$ cat src/fsync_pkg.sv
// Shared widths, queue depth and types of the barrier sync node, imported by all RTL files
`default_nettype none

package fsync_pkg;

  // Aggregation mask, bit 0 is this node's level
  localparam int unsigned AGGR_W = 4;
  localparam int unsigned ID_W = 3;

  // One register file entry per barrier id
  localparam int unsigned N_IDS = 2 ** ID_W;

  // Default depth of every queue
  localparam int unsigned FIFO_DEPTH = 2;

  // Upward request word {aggr, id}
  localparam int unsigned UP_W = AGGR_W + ID_W;
  // Classified request word {local, aggr, id}
  localparam int unsigned REQ_W = UP_W + 1;

  typedef logic [AGGR_W-1:0] aggr_t;
  typedef logic [ID_W-1:0] id_t;

endpackage

`default_nettype wire
$ cat src/fsync_req_if.sv
// Carries one classified barrier request from an RX queue into the control core
`timescale 1ns/1ps
`default_nettype none

interface fsync_req_if;
  import fsync_pkg::*;

  logic  valid;
  logic  ready;
  // Mask already shifted for the parent
  aggr_t aggr;
  id_t   id;
  // High when this level closes the barrier
  logic  is_local;

  modport src (output valid, input ready, output aggr, output id, output is_local);
  modport dst (input valid, output ready, input aggr, input id, input is_local);

endinterface

`default_nettype wire

$ cat src/fsync_node.sv
// Top level of the 1D barrier sync node with east/west child ports and one parent port
`timescale 1ns/1ps
`default_nettype none

module fsync_node (
  input  wire logic             clk_i,
  input  wire logic             rst_ni,
  input  wire logic             east_req_valid_i,
  output logic                  east_req_ready_o,
  input  wire fsync_pkg::aggr_t east_req_aggr_i,
  input  wire fsync_pkg::id_t   east_req_id_i,
  input  wire logic             west_req_valid_i,
  output logic                  west_req_ready_o,
  input  wire fsync_pkg::aggr_t west_req_aggr_i,
  input  wire fsync_pkg::id_t   west_req_id_i,
  output logic                  east_rsp_valid_o,
  input  wire logic             east_rsp_ready_i,
  output fsync_pkg::id_t        east_rsp_id_o,
  output logic                  west_rsp_valid_o,
  input  wire logic             west_rsp_ready_i,
  output fsync_pkg::id_t        west_rsp_id_o,
  output logic                  up_req_valid_o,
  input  wire logic             up_req_ready_i,
  output fsync_pkg::aggr_t      up_req_aggr_o,
  output fsync_pkg::id_t        up_req_id_o,
  input  wire logic             up_rsp_valid_i,
  output logic                  up_rsp_ready_o,
  input  wire fsync_pkg::id_t   up_rsp_id_i
);
  import fsync_pkg::*;

  // Local completions toward the broadcast stage
  logic local_valid;
  logic local_ready;
  id_t  local_id;

  fsync_req_if east_req_if ();
  fsync_req_if west_req_if ();

  fsync_rx i_east_rx (
    .clk_i,
    .rst_ni,
    .req_valid_i ( east_req_valid_i ),
    .req_ready_o ( east_req_ready_o ),
    .req_aggr_i  ( east_req_aggr_i  ),
    .req_id_i    ( east_req_id_i    ),
    .req         ( east_req_if      )
  );

  fsync_rx i_west_rx (
    .clk_i,
    .rst_ni,
    .req_valid_i ( west_req_valid_i ),
    .req_ready_o ( west_req_ready_o ),
    .req_aggr_i  ( west_req_aggr_i  ),
    .req_id_i    ( west_req_id_i    ),
    .req         ( west_req_if      )
  );

  fsync_cc i_cc (
    .clk_i,
    .rst_ni,
    .east_req       ( east_req_if    ),
    .west_req       ( west_req_if    ),
    .up_req_valid_o ( up_req_valid_o ),
    .up_req_ready_i ( up_req_ready_i ),
    .up_req_aggr_o  ( up_req_aggr_o  ),
    .up_req_id_o    ( up_req_id_o    ),
    .local_valid_o  ( local_valid    ),
    .local_ready_i  ( local_ready    ),
    .local_id_o     ( local_id       )
  );

  fsync_rsp_bcast i_rsp_bcast (
    .clk_i,
    .rst_ni,
    .local_valid_i    ( local_valid      ),
    .local_ready_o    ( local_ready      ),
    .local_id_i       ( local_id         ),
    .up_rsp_valid_i   ( up_rsp_valid_i   ),
    .up_rsp_ready_o   ( up_rsp_ready_o   ),
    .up_rsp_id_i      ( up_rsp_id_i      ),
    .east_rsp_valid_o ( east_rsp_valid_o ),
    .east_rsp_ready_i ( east_rsp_ready_i ),
    .east_rsp_id_o    ( east_rsp_id_o    ),
    .west_rsp_valid_o ( west_rsp_valid_o ),
    .west_rsp_ready_i ( west_rsp_ready_i ),
    .west_rsp_id_o    ( west_rsp_id_o    )
  );

endmodule

`default_nettype wire

$ cat src/fsync_rsp_bcast.sv
// Picks a local or parent response and delivers it once to each child
`timescale 1ns/1ps
`default_nettype none

module fsync_rsp_bcast (
  input  wire logic           clk_i,
  input  wire logic           rst_ni,
  input  wire logic           local_valid_i,
  output logic                local_ready_o,
  input  wire fsync_pkg::id_t local_id_i,
  input  wire logic           up_rsp_valid_i,
  output logic                up_rsp_ready_o,
  input  wire fsync_pkg::id_t up_rsp_id_i,
  output logic                east_rsp_valid_o,
  input  wire logic           east_rsp_ready_i,
  output fsync_pkg::id_t      east_rsp_id_o,
  output logic                west_rsp_valid_o,
  input  wire logic           west_rsp_ready_i,
  output fsync_pkg::id_t      west_rsp_id_o
);
  import fsync_pkg::*;

  logic       up_vld_q;
  id_t        up_id_q;
  logic       busy_q;
  logic       src_up_q;
  // Bit 0 east, bit 1 west
  logic [1:0] taken_q;
  logic [1:0] taken_d;
  logic       cur_up;
  logic       cur_valid;
  id_t        cur_id;
  logic       pop;

  // Parent response lands in a one-entry register
  assign up_rsp_ready_o = !up_vld_q;

  // Parent wins a fresh selection, a started one is kept
  assign cur_up    = busy_q ? src_up_q : up_vld_q;
  assign cur_valid = cur_up ? up_vld_q : local_valid_i;
  assign cur_id    = cur_up ? up_id_q : local_id_i;

  assign east_rsp_valid_o = cur_valid && !taken_q[0];
  assign west_rsp_valid_o = cur_valid && !taken_q[1];
  assign east_rsp_id_o    = cur_id;
  assign west_rsp_id_o    = cur_id;

  assign taken_d = taken_q | {west_rsp_valid_o && west_rsp_ready_i,
                              east_rsp_valid_o && east_rsp_ready_i};
  // Pop once both children have their copy
  assign pop           = cur_valid && (&taken_d);
  assign local_ready_o = pop && !cur_up;

  always_ff @(posedge clk_i or negedge rst_ni) begin
    if (!rst_ni) begin
      up_vld_q <= 1'b0;
      busy_q   <= 1'b0;
      src_up_q <= 1'b0;
      taken_q  <= '0;
    end else begin
      if (up_rsp_valid_i && up_rsp_ready_o) begin
        up_vld_q <= 1'b1;
      end else if (pop && cur_up) begin
        up_vld_q <= 1'b0;
      end
      busy_q   <= cur_valid && !pop;
      src_up_q <= cur_up;
      taken_q  <= pop ? '0 : taken_d;
    end
  end

  always_ff @(posedge clk_i) begin
    if (up_rsp_valid_i && up_rsp_ready_o) begin
      up_id_q <= up_rsp_id_i;
    end
  end

  // Selected source holds its response until both children took it
  a_rsp_stable: assert property (@(posedge clk_i) disable iff (!rst_ni)
    cur_valid && !pop |=> cur_valid && $stable(cur_id));

endmodule

`default_nettype wire

$ cat src/fsync_cc.sv
// Control core, joins east and west arrivals per id and queues local and upward completions
`timescale 1ns/1ps
`default_nettype none

module fsync_cc (
  input  wire logic        clk_i,
  input  wire logic        rst_ni,
  fsync_req_if.dst         east_req,
  fsync_req_if.dst         west_req,
  output logic             up_req_valid_o,
  input  wire logic        up_req_ready_i,
  output fsync_pkg::aggr_t up_req_aggr_o,
  output fsync_pkg::id_t   up_req_id_o,
  output logic             local_valid_o,
  input  wire logic        local_ready_i,
  output fsync_pkg::id_t   local_id_o
);
  import fsync_pkg::*;

  // Register file: arrival bits and local flag per barrier id
  logic [N_IDS-1:0] arr_e_q;
  logic [N_IDS-1:0] arr_w_q;
  logic [N_IDS-1:0] local_q;
  // Set when west goes first on the next tie
  logic             rr_q;

  logic             e_ok;
  logic             w_ok;
  logic             grant_e;
  logic             grant_w;
  id_t              sel_id;
  aggr_t            sel_aggr;
  logic             sel_local;
  logic             sel_done;
  logic             lq_push;
  logic             lq_ready;
  logic             uq_push;
  logic             uq_ready;
  logic [UP_W-1:0]  up_data;

  // Refused while already waiting on this id or the completion queue is full
  assign e_ok = east_req.valid && !arr_e_q[east_req.id] &&
                (!arr_w_q[east_req.id] || (local_q[east_req.id] ? lq_ready : uq_ready));
  assign w_ok = west_req.valid && !arr_w_q[west_req.id] &&
                (!arr_e_q[west_req.id] || (local_q[west_req.id] ? lq_ready : uq_ready));

  assign grant_e = e_ok && (!w_ok || !rr_q);
  assign grant_w = w_ok && !grant_e;

  assign east_req.ready = grant_e;
  assign west_req.ready = grant_w;

  assign sel_id    = grant_e ? east_req.id : west_req.id;
  assign sel_aggr  = grant_e ? east_req.aggr : west_req.aggr;
  assign sel_local = grant_e ? east_req.is_local : west_req.is_local;

  // Second arrival closes the join
  assign sel_done = (grant_e && arr_w_q[east_req.id]) || (grant_w && arr_e_q[west_req.id]);
  assign lq_push  = sel_done && local_q[sel_id];
  assign uq_push  = sel_done && !local_q[sel_id];

  always_ff @(posedge clk_i or negedge rst_ni) begin
    if (!rst_ni) begin
      arr_e_q <= '0;
      arr_w_q <= '0;
      local_q <= '0;
      rr_q    <= 1'b0;
    end else begin
      if (sel_done) begin
        arr_e_q[sel_id] <= 1'b0;
        arr_w_q[sel_id] <= 1'b0;
      end else if (grant_e || grant_w) begin
        arr_e_q[sel_id] <= arr_e_q[sel_id] | grant_e;
        arr_w_q[sel_id] <= arr_w_q[sel_id] | grant_w;
        local_q[sel_id] <= sel_local;
      end
      if (grant_e) begin
        rr_q <= 1'b1;
      end else if (grant_w) begin
        rr_q <= 1'b0;
      end
    end
  end

  fsync_fifo #(
    .DEPTH  ( FIFO_DEPTH ),
    .data_t ( id_t       )
  ) i_local_q (
    .clk_i,
    .rst_ni,
    .push_valid_i ( lq_push       ),
    .push_ready_o ( lq_ready      ),
    .push_data_i  ( sel_id        ),
    .pop_valid_o  ( local_valid_o ),
    .pop_ready_i  ( local_ready_i ),
    .pop_data_o   ( local_id_o    )
  );

  fsync_fifo #(
    .DEPTH  ( FIFO_DEPTH       ),
    .data_t ( logic [UP_W-1:0] )
  ) i_up_q (
    .clk_i,
    .rst_ni,
    .push_valid_i ( uq_push            ),
    .push_ready_o ( uq_ready           ),
    .push_data_i  ( {sel_aggr, sel_id} ),
    .pop_valid_o  ( up_req_valid_o     ),
    .pop_ready_i  ( up_req_ready_i     ),
    .pop_data_o   ( up_data            )
  );

  assign {up_req_aggr_o, up_req_id_o} = up_data;

  // East and west classify the same barrier the same way
  a_local_agree: assert property (@(posedge clk_i) disable iff (!rst_ni)
    grant_e && arr_w_q[east_req.id] |-> east_req.is_local == local_q[east_req.id]);

endmodule

`default_nettype wire

$ cat src/fsync_rx.sv
// Child request queue, classifies each barrier request as local or propagated
`timescale 1ns/1ps
`default_nettype none

module fsync_rx (
  input  wire logic             clk_i,
  input  wire logic             rst_ni,
  input  wire logic             req_valid_i,
  output logic                  req_ready_o,
  input  wire fsync_pkg::aggr_t req_aggr_i,
  input  wire fsync_pkg::id_t   req_id_i,
  fsync_req_if.src              req
);
  import fsync_pkg::*;

  logic             is_local;
  logic [REQ_W-1:0] push_data;
  logic [REQ_W-1:0] pop_data;

  // No level above this one in the mask
  assign is_local = ~|req_aggr_i[AGGR_W-1:1];

  // Parent sees the mask one level down
  assign push_data = {is_local, req_aggr_i >> 1, req_id_i};

  fsync_fifo #(
    .DEPTH  ( FIFO_DEPTH         ),
    .data_t ( logic [REQ_W-1:0]  )
  ) i_fifo (
    .clk_i,
    .rst_ni,
    .push_valid_i ( req_valid_i ),
    .push_ready_o ( req_ready_o ),
    .push_data_i  ( push_data   ),
    .pop_valid_o  ( req.valid   ),
    .pop_ready_i  ( req.ready   ),
    .pop_data_o   ( pop_data    )
  );

  assign {req.is_local, req.aggr, req.id} = pop_data;

  // Children only join barriers that include their own level
  a_bit0_set: assert property (@(posedge clk_i) disable iff (!rst_ni)
    req_valid_i && req_ready_o |-> req_aggr_i[0]);

endmodule

`default_nettype wire

$ cat src/fsync_fifo.sv
// Registered valid/ready circular queue, used for child requests and for completions
`timescale 1ns/1ps
`default_nettype none

module fsync_fifo #(
  parameter int unsigned DEPTH = fsync_pkg::FIFO_DEPTH,
  parameter type data_t = logic
) (
  input  wire logic   clk_i,
  input  wire logic   rst_ni,
  input  wire logic   push_valid_i,
  output logic        push_ready_o,
  input  wire data_t  push_data_i,
  output logic        pop_valid_o,
  input  wire logic   pop_ready_i,
  output data_t       pop_data_o
);

  localparam int unsigned PTR_W = (DEPTH > 1) ? $clog2(DEPTH) : 1;
  localparam int unsigned CNT_W = $clog2(DEPTH + 1);

  data_t            mem_q [DEPTH];
  logic [PTR_W-1:0] wr_ptr_q;
  logic [PTR_W-1:0] rd_ptr_q;
  logic [CNT_W-1:0] count_q;
  logic             do_push;
  logic             do_pop;

  assign push_ready_o = (count_q != CNT_W'(DEPTH));
  assign pop_valid_o  = (count_q != '0);
  assign do_push      = push_valid_i && push_ready_o;
  assign do_pop       = pop_valid_o && pop_ready_i;
  assign pop_data_o   = mem_q[rd_ptr_q];

  always_ff @(posedge clk_i or negedge rst_ni) begin
    if (!rst_ni) begin
      wr_ptr_q <= '0;
      rd_ptr_q <= '0;
      count_q  <= '0;
    end else begin
      if (do_push) begin
        wr_ptr_q <= (wr_ptr_q == PTR_W'(DEPTH - 1)) ? '0 : wr_ptr_q + 1'b1;
      end
      if (do_pop) begin
        rd_ptr_q <= (rd_ptr_q == PTR_W'(DEPTH - 1)) ? '0 : rd_ptr_q + 1'b1;
      end
      count_q <= count_q + CNT_W'(do_push) - CNT_W'(do_pop);
    end
  end

  always_ff @(posedge clk_i) begin
    if (do_push) begin
      mem_q[wr_ptr_q] <= push_data_i;
    end
  end

  // A push refused by a full queue stays offered with the same data
  a_push_held: assert property (@(posedge clk_i) disable iff (!rst_ni)
    push_valid_i && !push_ready_o |=> push_valid_i && $stable(push_data_i));

endmodule

`default_nettype wire

$ cat config.mk
export PLATFORM = sky130hd
export DESIGN_NAME = fsync_node
export DESIGN_NICKNAME = d
export VERILOG_FILES = /design/src/fsync_pkg.sv /design/src/fsync_req_if.sv /design/src/fsync_node.sv /design/src/fsync_rsp_bcast.sv /design/src/fsync_cc.sv /design/src/fsync_rx.sv /design/src/fsync_fifo.sv
export SDC_FILE = /design/constraint.sdc
export NUM_CORES = 1
export LEC_CHECK = 0
export BUFFER_PORTS_ARGS = -buffer_cell sky130_fd_sc_hd__buf_2
export CORE_MARGIN = 4
export CORE_UTILIZATION = 45
export DETAILED_ROUTE_END_ITERATION = 8
export MAX_ROUTING_LAYER = met4
export PLACE_DENSITY = 0.6
export SKIP_LAST_GASP = 1
export SLEW_MARGIN = 20
export SYNTH_ARGS = -nofsm -noshare
export SYNTH_HDL_FRONTEND = slang
export SYNTH_SLANG_ARGS = --single-unit
$ cat constraint.sdc
create_clock -name clk_i -period 4.89 [get_ports clk_i]
set_clock_uncertainty 0.2 [all_clocks]
set_input_delay 0.2445 -clock clk_i [delete_from_list [all_inputs] [get_ports clk_i]]
set_output_delay 0.2445 -clock clk_i [all_outputs]
set_load 0.01 [all_outputs]
==> results of run 1 <==
[worst reg2reg max path, cell delays in order (launching register included)]
cell	delay, ns
dfrtp_1	0.44
buf_4	0.20
mux2i_2	0.32
nand2_1	0.09
a22oi_1	0.19
o22ai_1	0.13
a31o_1	0.23
or2_0	0.33
a21oi_4	0.30
buf_4	0.26
or3_1	0.15
a21oi_1	0.12
or4_4	0.52
nor3_4	0.16
inv_1	0.07
ha_1	0.27
inv_1	0.04
ha_1	0.19
xnor2_1	0.19
xnor2_1	0.14
[cell families (layout without fill, tap and decap cells)]
group / Yosys count / count (layout) / share of synthesized area
AND/OR/NAND/NOR: 126 / 126 / 0.123
AO/OA/AOI/OAI: 95 / 95 / 0.149
flip-flops: 95 / 95 / 0.516
multiplexers: 51 / 51 / 0.121
buffers and inverters: 42 / 120 / 0.0433
XOR/XNOR: 16 / 16 / 0.0276
adder cells (fa/ha/maj): 8 / 8 / 0.0197
other: 1 / 1 / 0.000738
[layout make-up]
class,instances,area [sq um]
fill,968,4990
inverter,22,85.1
clock buffer,14,244
clock inverter,2,12.5
timing repair buffer,82,561
sequential,95,2620
tap,140,175
multi-input combinational,297,2240
[flip-flops by register name (all words and copies together) (netlist names), 2 cells and up]
register                  count
i_cc.i_local_q.mem_q          6
i_rsp_bcast.up_id_q           3
i_cc.arr_e_q                  8
i_cc.i_up_q.count_q           2
i_cc.arr_w_q                  8
i_west_rx.i_fifo.mem_q       14
i_east_rx.i_fifo.mem_q       14
i_east_rx.i_fifo.count_q      2
i_cc.i_up_q.mem_q            12
i_west_rx.i_fifo.count_q      2
i_rsp_bcast.taken_q           2
i_cc.i_local_q.count_q        2
i_cc.local_q                  8
[repair_timing]
action | in CTS | in global routing
resized for setup | 0 | 1
setup endpoints to repair | 0 | 1
hold buffers | 17 | 0
setup buffers | 0 | 1
hold endpoints to repair | 74 | 0
[metal layers]
| metal | up-vias | wire [um] | share of wire | GRT usage |
|---|---|---|---|---|
| li1 | 1733 | - | - | - |
| met1 | 1791 | 5340 | 0.45 | 0.259 |
| met2 | 91 | 5650 | 0.48 | 0.313 |
| met3 | 23 | 533 | 0.045 | 0.0375 |
| met4 | 0 | 310 | 0.026 | 0.0760 |
| met5 | - | 0 | 0 | - |
[metrics by stage]
stage / area, sq um / std cells / worst slack, ns / hold slack [ns]
global placement: 5500 / 618 / 0.355 / 0.225
floorplan: 5080 / 434 / 0.385 / -0.251
finish: 5940 / 652 / 0.271 / 0.0114
CTS: 5930 / 651 / 0.235 / 0.00667
global route: 5940 / 652 / 0.00152 / 0.0449
detailed placement: 5500 / 618 / 0.285 / 0.228
[synthesized netlist by cell type (2+ instances only)]
library cell,instances
edfxtp_1,49
dfrtp_1,46
nand2_1,37
nor2_1,37
a21oi_1,24
mux2i_1,23
inv_1,20
mux2_2,19
nor2b_1,13
o21ai_0,11
xnor2_1,11
a22o_1,8
ha_1,8
nand3_1,7
a211oi_1,6
buf_2,6
buf_4,6
nand2b_1,6
nor3_1,6
and2_1,5
xor2_1,5
buf_6,4
mux4_2,4
o21ai_1,4
o22ai_1,4
o32ai_1,4
a32o_1,3
buf_1,3
mux2_4,3
o21a_1,3
a21oi_4,2
a22oi_1,2
and3_1,2
nor4_1,2
o211ai_1,2
o221ai_1,2
o2bb2ai_1,2
o31ai_1,2
o32ai_2,2
or3_1,2
or4_4,2
[worst paths after layout]
| kind | startpoint | to | cells after the start |
|---|---|---|---|
| setup reg to reg | i_east_rx.i_fifo.rd_ptr_q | i_cc.i_local_q.count_q[1] | 19 |
| setup / recovery | i_east_rx.i_fifo.rd_ptr_q | i_cc.i_local_q.count_q[1] | 19 |
| max in group asynchronous | rst_ni | i_cc.arr_e_q[3] | 2 |
| min in group asynchronous | rst_ni | i_cc.i_up_q.count_q[0] | 2 |
| hold / removal | east_req_valid_i | i_east_rx.i_fifo.wr_ptr_q | 3 |
| hold reg to reg | i_cc.i_local_q.wr_ptr_q | i_cc.i_local_q.wr_ptr_q | 1 |
==> run_results.csv, run 1 <==
group,metric,value,unit
clock_network,clock_latency,0.35,ns
synth,syn-instance-count,434,
floorplanning,rows,38,
sta,fin_crit_sh,0.945,
floorplanning,die_span_x,114,um
sta,setup-violations-final,0,
sta,timing_worst_slew_pin_value,0.632,ns
sta,fmax,0.217,GHz
sta,fin_crit_period,4.62,ns
cells_and_area,commonest_cells_after_routing_fill_and_taps_aside,"49 x edfxtp_1, 46 x dfrtp_1, 39 x buf_2",
global_routing,grt_pass1_vias,3540,
setup_path,timing.critical_path.fanout_max,13,
cells_and_area,layout.cells.most_common,"edfxtp_1",
sta,timing_max_transition_violations_final,0,
sta,maxSlewHeadroom,0.578,
floorplanning,initial_utilization,0.465,
placed_design,detailedPlacementHpwl,8880,um
global_routing,largest_net_degree_at_the_start_of_global_routing,47,
synth,ys_types,68,
setup_path,crit_required,4.95,ns
setup_path,critical_path.top_delay_family,"simple AND/OR/NAND/NOR gates",
cells_and_area,final_net_count,540,
global_routing,grt_first_pass_wirelength,19200,um
synth,synth_seq_area_share,0.516,
synth,synth_top_area_cells,"edfxtp_1 29%, dfrtp_1 23%, mux2i_1 4.5%, mux2_2 4.2%, nand2_1 2.7%",
route,via_count,3638,
clock_network,cts_max_path_buffers,2,
floorplanning,die_height,114,um
route,drt-initial-drc-count,246,
setup_path,max_stage_delay,0.52,ns
setup_path,crit_arrival,4.68,ns
synth,synth_edf_count,49,
setup_path,setup.worst_path.end_class,"register",
floorplanning,num_io_pins,44,
synth,synth_async_sr_flop_share,0.484,
synth,yosysWarnings,0,
cells_and_area,n_antenna_cell,0,
route,drt_pass1_iterations,5,
placed_design,port_buffers,40,
route,routed_wl,11800,um
synth,synth-seq-cells,95,
global_routing,grt.total_usage,0.200,
global_routing,grt.overflow.total,0,
synth,syn-mean-instance-area,11.7,sq um
clock_network,tritoncts,"built",
floorplanning,placeableCoreArea,10900,sq um
global_routing,initial_antenna_violation_count,0,
cells_and_area,drive_above_1_share,0.244,
route,route.detailed.wl_per_inst,18.2,um
setup_path,criticalPathCategory,"reg -> reg",
outcome,status,"finished clean",
route,drt_via_density,5.58,
synth,fraction_of_synthesized_cell_area_taken_by_the_top_area_cell_type,0.290,
setup_path,cp_cell_sequence,"buf_4 -> mux2i_2 -> nand2_1 -> a22oi_1 -> o22ai_1 -> a31o_1 -> or2_0 -> a21oi_4 -> buf_4 -> or3_1 -> a21oi_1 -> or4_4 -> nor3_4 -> inv_1 -> ha_1 -> inv_1 -> ha_1 -> xnor2_1 -> xnor2_1",
cells_and_area,post_layout_utilization_of_the_core,0.543,
setup_path,r2r_setup_slack,0.27,ns
synth,synth.cell_area,5080,sq um
floorplanning,die_area,13100,sq um
clock_network,cts_made_buffers,9,
synth,synthFlopType,"edfxtp_1",
sta,finalSetupTns,0,ns
clock_network,ctsHtreeMaxLevel,3,
setup_path,timing.critical_path.slowest_stage_cell,"or4_4",
sta,hold_violations,0,
synth,synth_area_leader_cell,"edfxtp_1",
flow_run,max_cap_violations,0,
setup_path,worst-path-buf-inv,4,
route,route.detailed.drc,0,
clock_network,clk_transition_reported_paths,0.06,ns
setup_path,cp-start-kind,"register",
sta,rsz0062_at_grt,"false",
clock_network,clock_tree.root_cell,"clkbuf_16",
hold_path,worstHoldPathType,"in -> reg",
cells_and_area,area_growth,16.9,%
synth,postSynthNetCount,467,
route,route.antenna.remaining_nets,0,
placed_design,gp_routability_congestion,0.933,
clock_network,cts.sink_count,95,
Power of run 1 is not shown: default switching activity piles up to over one toggle a cycle in this logic, so the estimate is an artifact.
==> inputs of run 2 (changes only) <==
Settings changed: CELL_PAD_IN_SITES_DETAIL_PLACEMENT from default to 0, CELL_PAD_IN_SITES_GLOBAL_PLACEMENT from default to 1, PLACE_DENSITY 0.6 to 0.72.
==> run_results.csv, run 2 (synthesis results as in run 1) <==
group,metric,value,unit
setup_path,cp_cell_sequence,"buf_4 -> nand2_1 -> o21a_2 -> mux4_2 -> o221ai_2 -> mux2_4 -> a21oi_4 -> a21oi_4 -> o22a_2 -> buf_4 -> a2111oi_4 -> o41ai_4 -> buf_4 -> nor2_1",
sta,finalSetupTns,0,ns
floorplanning,rows,38,
sta,timing_max_transition_violations_final,0,
cells_and_area,layout.cells.most_common,"edfxtp_1",
route,routed_wl,11900,um
clock_network,tritoncts,"built",
route,drt-initial-drc-count,278,
sta,setup-violations-final,0,
sta,fmax,0.217,GHz
cells_and_area,commonest_cells_after_routing_fill_and_taps_aside,"49 x edfxtp_1, 45 x dfrtp_1, 40 x buf_2",
setup_path,setup.worst_path.end_class,"register",
setup_path,path_common_cell,"buf_4",
sta,fin_crit_sh,0.940,
route,route.antenna.remaining_nets,0,
setup_path,timing.critical_path.fanout_max,9,
floorplanning,initial_utilization,0.465,
clock_network,cts_made_buffers,9,
clock_network,ctsHtreeMaxLevel,3,
setup_path,cp-start-kind,"register",
setup_path,crit_arrival,4.38,ns
setup_path,r2r_setup_slack,0.29,ns
cells_and_area,drive_above_1_share,0.250,
global_routing,grt_first_pass_wirelength,19200,um
route,drt_pass1_iterations,4,
cells_and_area,final_net_count,541,
cells_and_area,reg.largest.list,"i_east_rx.i_fifo.mem_q (14), i_west_rx.i_fifo.mem_q (14), i_cc.i_up_q.mem_q (12)",
floorplanning,die_height,114,um
clock_network,cts.sink_count,95,
flow_run,max_cap_violations,0,
placed_design,gp_routability_congestion,0.947,
floorplanning,die_span_x,114,um
route,drt_via_density,5.54,
global_routing,largest_net_degree_at_the_start_of_global_routing,47,
setup_path,timing.critical_path.slowest_stage_cell,"a2111oi_4",
global_routing,grt.total_usage,0.198,
floorplanning,num_io_pins,44,
sta,hold_violations,0,
sta,maxSlewHeadroom,0.568,
outcome,status,"finished clean",
clock_network,clk_transition_reported_paths,0.07,ns
setup_path,max_stage_delay,0.51,ns
route,route.detailed.wl_per_inst,18.2,um
clock_network,clock_tree.root_cell,"clkbuf_16",
sta,timing_worst_slew_pin_value,0.646,ns
placed_design,port_buffers,40,
global_routing,initial_antenna_violation_count,0,
setup_path,crit_required,4.67,ns
placed_design,detailedPlacementHpwl,8920,um
sta,fin_crit_period,4.60,ns
floorplanning,die_area,13100,sq um
clock_network,cts_max_path_buffers,2,
global_routing,grt_pass1_vias,3586,
clock_network,clock_latency,0.35,ns
hold_path,worstHoldPathType,"in -> reg",
setup_path,criticalPathCategory,"reg -> reg",
floorplanning,placeableCoreArea,10900,sq um
cells_and_area,fillerInstances,979,
sta,rsz0062_at_grt,"false",
cells_and_area,area_growth,17.6,%
cells_and_area,n_antenna_cell,0,
route,route.detailed.drc,0,
global_routing,grt.overflow.total,0,
route,via_count,3615,
## run 2: cell count changes in the layout (fill, tap and decap cells not counted), sizes merged
| cell | previous run | this run |
|---|---|---|
| clkbuf | 14 | 10 |
| clkinvlp | 1 | 0 |
| buf | 65 | 66 |
| bufinv | 0 | 1 |
| inv | 22 | 23 |
| clkinv | 1 | 4 |
## run 2: critical path, delay by kind of cell, from the launching register on
kind,cells,cell delay (ns)
buf+inv,3,0.56
simple gates,2,0.49
compound gates,7,1.82
mux,2,0.69
flops,1,0.47
## run 2: per-layer routing
| metal | track usage | part of all wire |
|---|---|---|
| met5 | - | 0 |
| met2 | 0.304 | 0.46 |
| met4 | 0.0689 | 0.018 |
| met1 | 0.267 | 0.45 |
| met3 | 0.0338 | 0.073 |
## run 2: final cells by class
| cell class | instances | area, sq um | share of cell area |
|---|---|---|---|
| clock inverter | 6 | 58.8 | 0.00984 |
| multi-input combinational | 297 | 2240 | 0.375 |
| sequential | 95 | 2620 | 0.439 |
| tap | 140 | 175 | 0.0293 |
| timing repair buffer | 83 | 566 | 0.0946 |
| clock buffer | 10 | 229 | 0.0383 |
| inverter | 22 | 85.1 | 0.0142 |
## run 2: timing repair
item	4_1_cts	5_1_grt
hold endpoints to repair	74	0
buffers inserted	0	2
gates resized for setup	0	3
hold buffers	17	0
setup endpoints to repair	0	14
## run 2: worst paths after layout
path                                           start                         to  cells after the start
setup reg to reg           i_west_rx.i_fifo.rd_ptr_q    i_cc.i_up_q.mem_q[0][2]                     14
hold reg to reg            i_west_rx.i_fifo.wr_ptr_q  i_west_rx.i_fifo.wr_ptr_q                      1
hold / removal                      east_req_valid_i  i_east_rx.i_fifo.wr_ptr_q                      3
max in group asynchronous                     rst_ni  i_east_rx.i_fifo.rd_ptr_q                      3
setup / recovery           i_west_rx.i_fifo.rd_ptr_q    i_cc.i_up_q.mem_q[0][2]                     14
min in group asynchronous                     rst_ni       i_rsp_bcast.up_vld_q                      3
## run 2: per-stage QoR
stage	instance area [sq um]	setup slack (ns)	instances	hold slack, ns	utilization
finish	5980	0.291	653	0.0198	0.547
floorplan	5080	0.385	434	-0.251	-
CTS	5960	0.153	651	0.0154	0.545
global placement	5500	0.255	618	0.186	0.503
detailed placement	5500	0.190	618	0.196	0.503
global route	5980	0.0647	653	0.0430	0.547
Power of run 2 is left out for the same reason.
==> inputs of run 3 (changes only) <==
Settings changed: ABC_AREA from default to 1, PLACE_DENSITY 0.72 to 0.76.
==> run_results.csv, run 3 <==
group,metric,value,unit
setup_path,path_common_cell,"nand2_1",
global_routing,grt_first_pass_wirelength,18700,um
sta,maxSlewHeadroom,0.560,
global_routing,grt.overflow.total,0,
sta,finalSetupTns,0,ns
synth,synth_async_sr_flop_share,0.484,
flow_run,max_cap_violations,0,
setup_path,criticalPathCategory,"reg -> reg",
floorplanning,placeableCoreArea,11000,sq um
synth,fraction_of_synthesized_cell_area_taken_by_the_top_area_cell_type,0.287,
clock_network,ctsHtreeMaxLevel,3,
placed_design,gp_routability_congestion,0.931,
synth,synth.cell_area,5130,sq um
clock_network,cts.sink_count,95,
route,routed_wl,11500,um
cells_and_area,post_route_design_area,5890,sq um
clock_network,clock_tree.root_cell,"clkbuf_16",
clock_network,post_cts_resize_count,0,
cells_and_area,final_net_count,672,
sta,fin_crit_sh,0.834,
global_routing,largest_net_degree_at_the_start_of_global_routing,47,
clock_network,cts_max_path_buffers,2,
synth,syn-instance-count,577,
setup_path,crit_required,4.92,ns
sta,timing_max_transition_violations_final,0,
clock_network,tritoncts,"built",
sta,fin_crit_period,4.08,ns
setup_path,max_stage_delay,0.62,ns
synth,syn-mean-instance-area,8.90,sq um
synth,synth-seq-cells,95,
floorplanning,die_area,13200,sq um
setup_path,timing.critical_path.fanout_max,17,
route,drt_pass1_iterations,5,
floorplanning,rows,38,
floorplanning,die_height,115,um
cells_and_area,cell_count_final_fillers_out,784,
outcome,status,"finished clean",
synth,synth_top_area_cells,"edfxtp_1 29%, dfrtp_1 22%, nand2_1 14%, nand3_1 5.4%, inv_1 4.7%",
clock_network,clk_transition_reported_paths,0.06,ns
cells_and_area,layout.cells.most_common,"nand2_1",
synth,synthFlopType,"edfxtp_1",
placed_design,port_buffers,40,
route,route.detailed.wl_per_inst,14.6,um
cells_and_area,n_antenna_cell,0,
clock_network,cts_made_buffers,9,
sta,setup-violations-final,0,
clock_network,clock_latency,0.35,ns
setup_path,r2r_setup_slack,0.81,ns
route,route.antenna.remaining_nets,0,
route,drt_via_density,5.04,
cells_and_area,post_layout_utilization_of_the_core,0.536,
synth,yosysWarnings,0,
synth,synth_area_leader_cell,"edfxtp_1",
setup_path,cp_cell_sequence,"inv_2 -> o21ai_1 -> nand3_1 -> nand3_1 -> o21ai_1 -> nor2_2 -> nand3_4 -> nand2_8 -> nand2_4 -> nand2_4 -> nand2_1 -> nand2_1 -> nand2_1 -> nand2_1 -> nand2_1 -> nand2_1 -> nand2_1 -> ha_1 -> inv_1 -> ha_1 -> xnor2_1",
sta,hold_violations,0,
sta,rsz0062_at_grt,"false",
synth,synth.top_cells.by_count,"190 x nand2_1, 64 x inv_1, 55 x nand3_1",
placed_design,postPlaceCellArea,5410,sq um
synth,yosysMostFrequentCell,"nand2_1",
synth,synth_seq_area_share,0.511,
hold_path,worstHoldPathType,"in -> async",
global_routing,grt.total_usage,0.192,
sta,fmax,0.245,GHz
floorplanning,die_span_x,115,um
synth,ys_types,38,
sta,timing_worst_slew_pin_value,0.656,ns
floorplanning,initial_utilization,0.468,
setup_path,cp-start-kind,"register",
global_routing,initial_antenna_violation_count,0,
setup_path,timing.critical_path.slowest_stage_cell,"dfrtp_1",
synth,postSynthNetCount,610,
setup_path,setup.worst_path.end_class,"register",
cells_and_area,reg.largest.list,"i_east_rx.i_fifo.mem_q (14), i_west_rx.i_fifo.mem_q (14), i_cc.i_up_q.mem_q (12)",
floorplanning,num_io_pins,44,
placed_design,detailedPlacementHpwl,8440,um
setup_path,crit_arrival,4.11,ns
global_routing,grt_pass1_vias,3752,
placed_design,place_inst,746,
route,drt-initial-drc-count,183,
route,route.detailed.drc,0,
cells_and_area,area_growth,14.7,%
cells_and_area,drive_above_1_share,0.179,
route,via_count,3950,
synth,synth_edf_count,49,
cells_and_area,commonest_cells_after_routing_fill_and_taps_aside,"190 x nand2_1, 64 x inv_1, 55 x nand3_1",
[run 3: final timing paths]
check	cells after the start	end	startpoint
worst max-delay path	21	i_cc.i_up_q.count_q[1]	i_west_rx.i_fifo.rd_ptr_q
worst min-delay path	2	i_cc.i_up_q.rd_ptr_q	rst_ni
worst max register to register	21	i_cc.i_up_q.count_q[1]	i_west_rx.i_fifo.rd_ptr_q
worst min register to register	2	i_cc.i_local_q.wr_ptr_q	i_cc.i_local_q.wr_ptr_q
max in group asynchronous	2	i_rsp_bcast.taken_q[0]	rst_ni
min in group clk_i	2	i_cc.i_local_q.wr_ptr_q	i_cc.i_local_q.wr_ptr_q
[run 3: logic make-up (layout without fill, tap and decap cells)]
kind of cell             after synthesis  count (layout)  synth area share
AO/OA/AOI/OAI                         45              45            0.0536
XOR/XNOR                              12              12            0.0205
adder cells (fa/ha/maj)                8               8            0.0195
buffers and inverters                 80             147            0.0714
flip-flops                            95              95             0.511
multiplexers                           4               4           0.00780
other                                  1               1          0.000730
AND/OR/NAND/NOR                      332             332             0.316
[run 3: critical path, delay by kind of cell, from the launching register on]
kind | cells | cell delay (ns)
flip-flops | 1 | 0.62
AO/OA/AOI/OAI | 2 | 0.61
adder cells (fa/ha/maj) | 2 | 0.48
AND/OR/NAND/NOR | 14 | 1.72
buffers and inverters | 2 | 0.22
XOR/XNOR | 1 | 0.12
[run 3: timing repair]
action,4_1_cts,5_1_grt
setup buffers,0,0
hold buffers,22,0
hold endpoints to repair,79,0
[run 3: per-stage QoR]
stage	hold slack, ns	setup slack (ns)
2_1_floorplan	-0.251	1.90
3_3_place_gp	0.224	0.876
3_5_place_dp	0.226	0.813
4_1_cts	0.277	0.794
5_1_grt	0.311	0.410
6_report	0.263	0.810
[run 3: routing by layer]
metal	vias up	wire [um]	share of wire	global-route usage
li1	1992	-	-	-
met1	1854	5350	0.47	0.250
met2	88	5430	0.47	0.302
met3	16	538	0.047	0.0400
met4	0	172	0.015	0.0642
met5	-	0	0	-
[run 3: cell type report]
cell class                      count  area, sq um
Tap cell                          140          175
Fill cell                        1008         5090
Sequential cell                    95         2620
Clock buffer                       12          236
Inverter                           69          264
Clock inverter                      4         23.8
Multi-Input combinational cell    402         2150
Timing Repair Buffer               62          423
Power of run 3 is left out for the same reason.
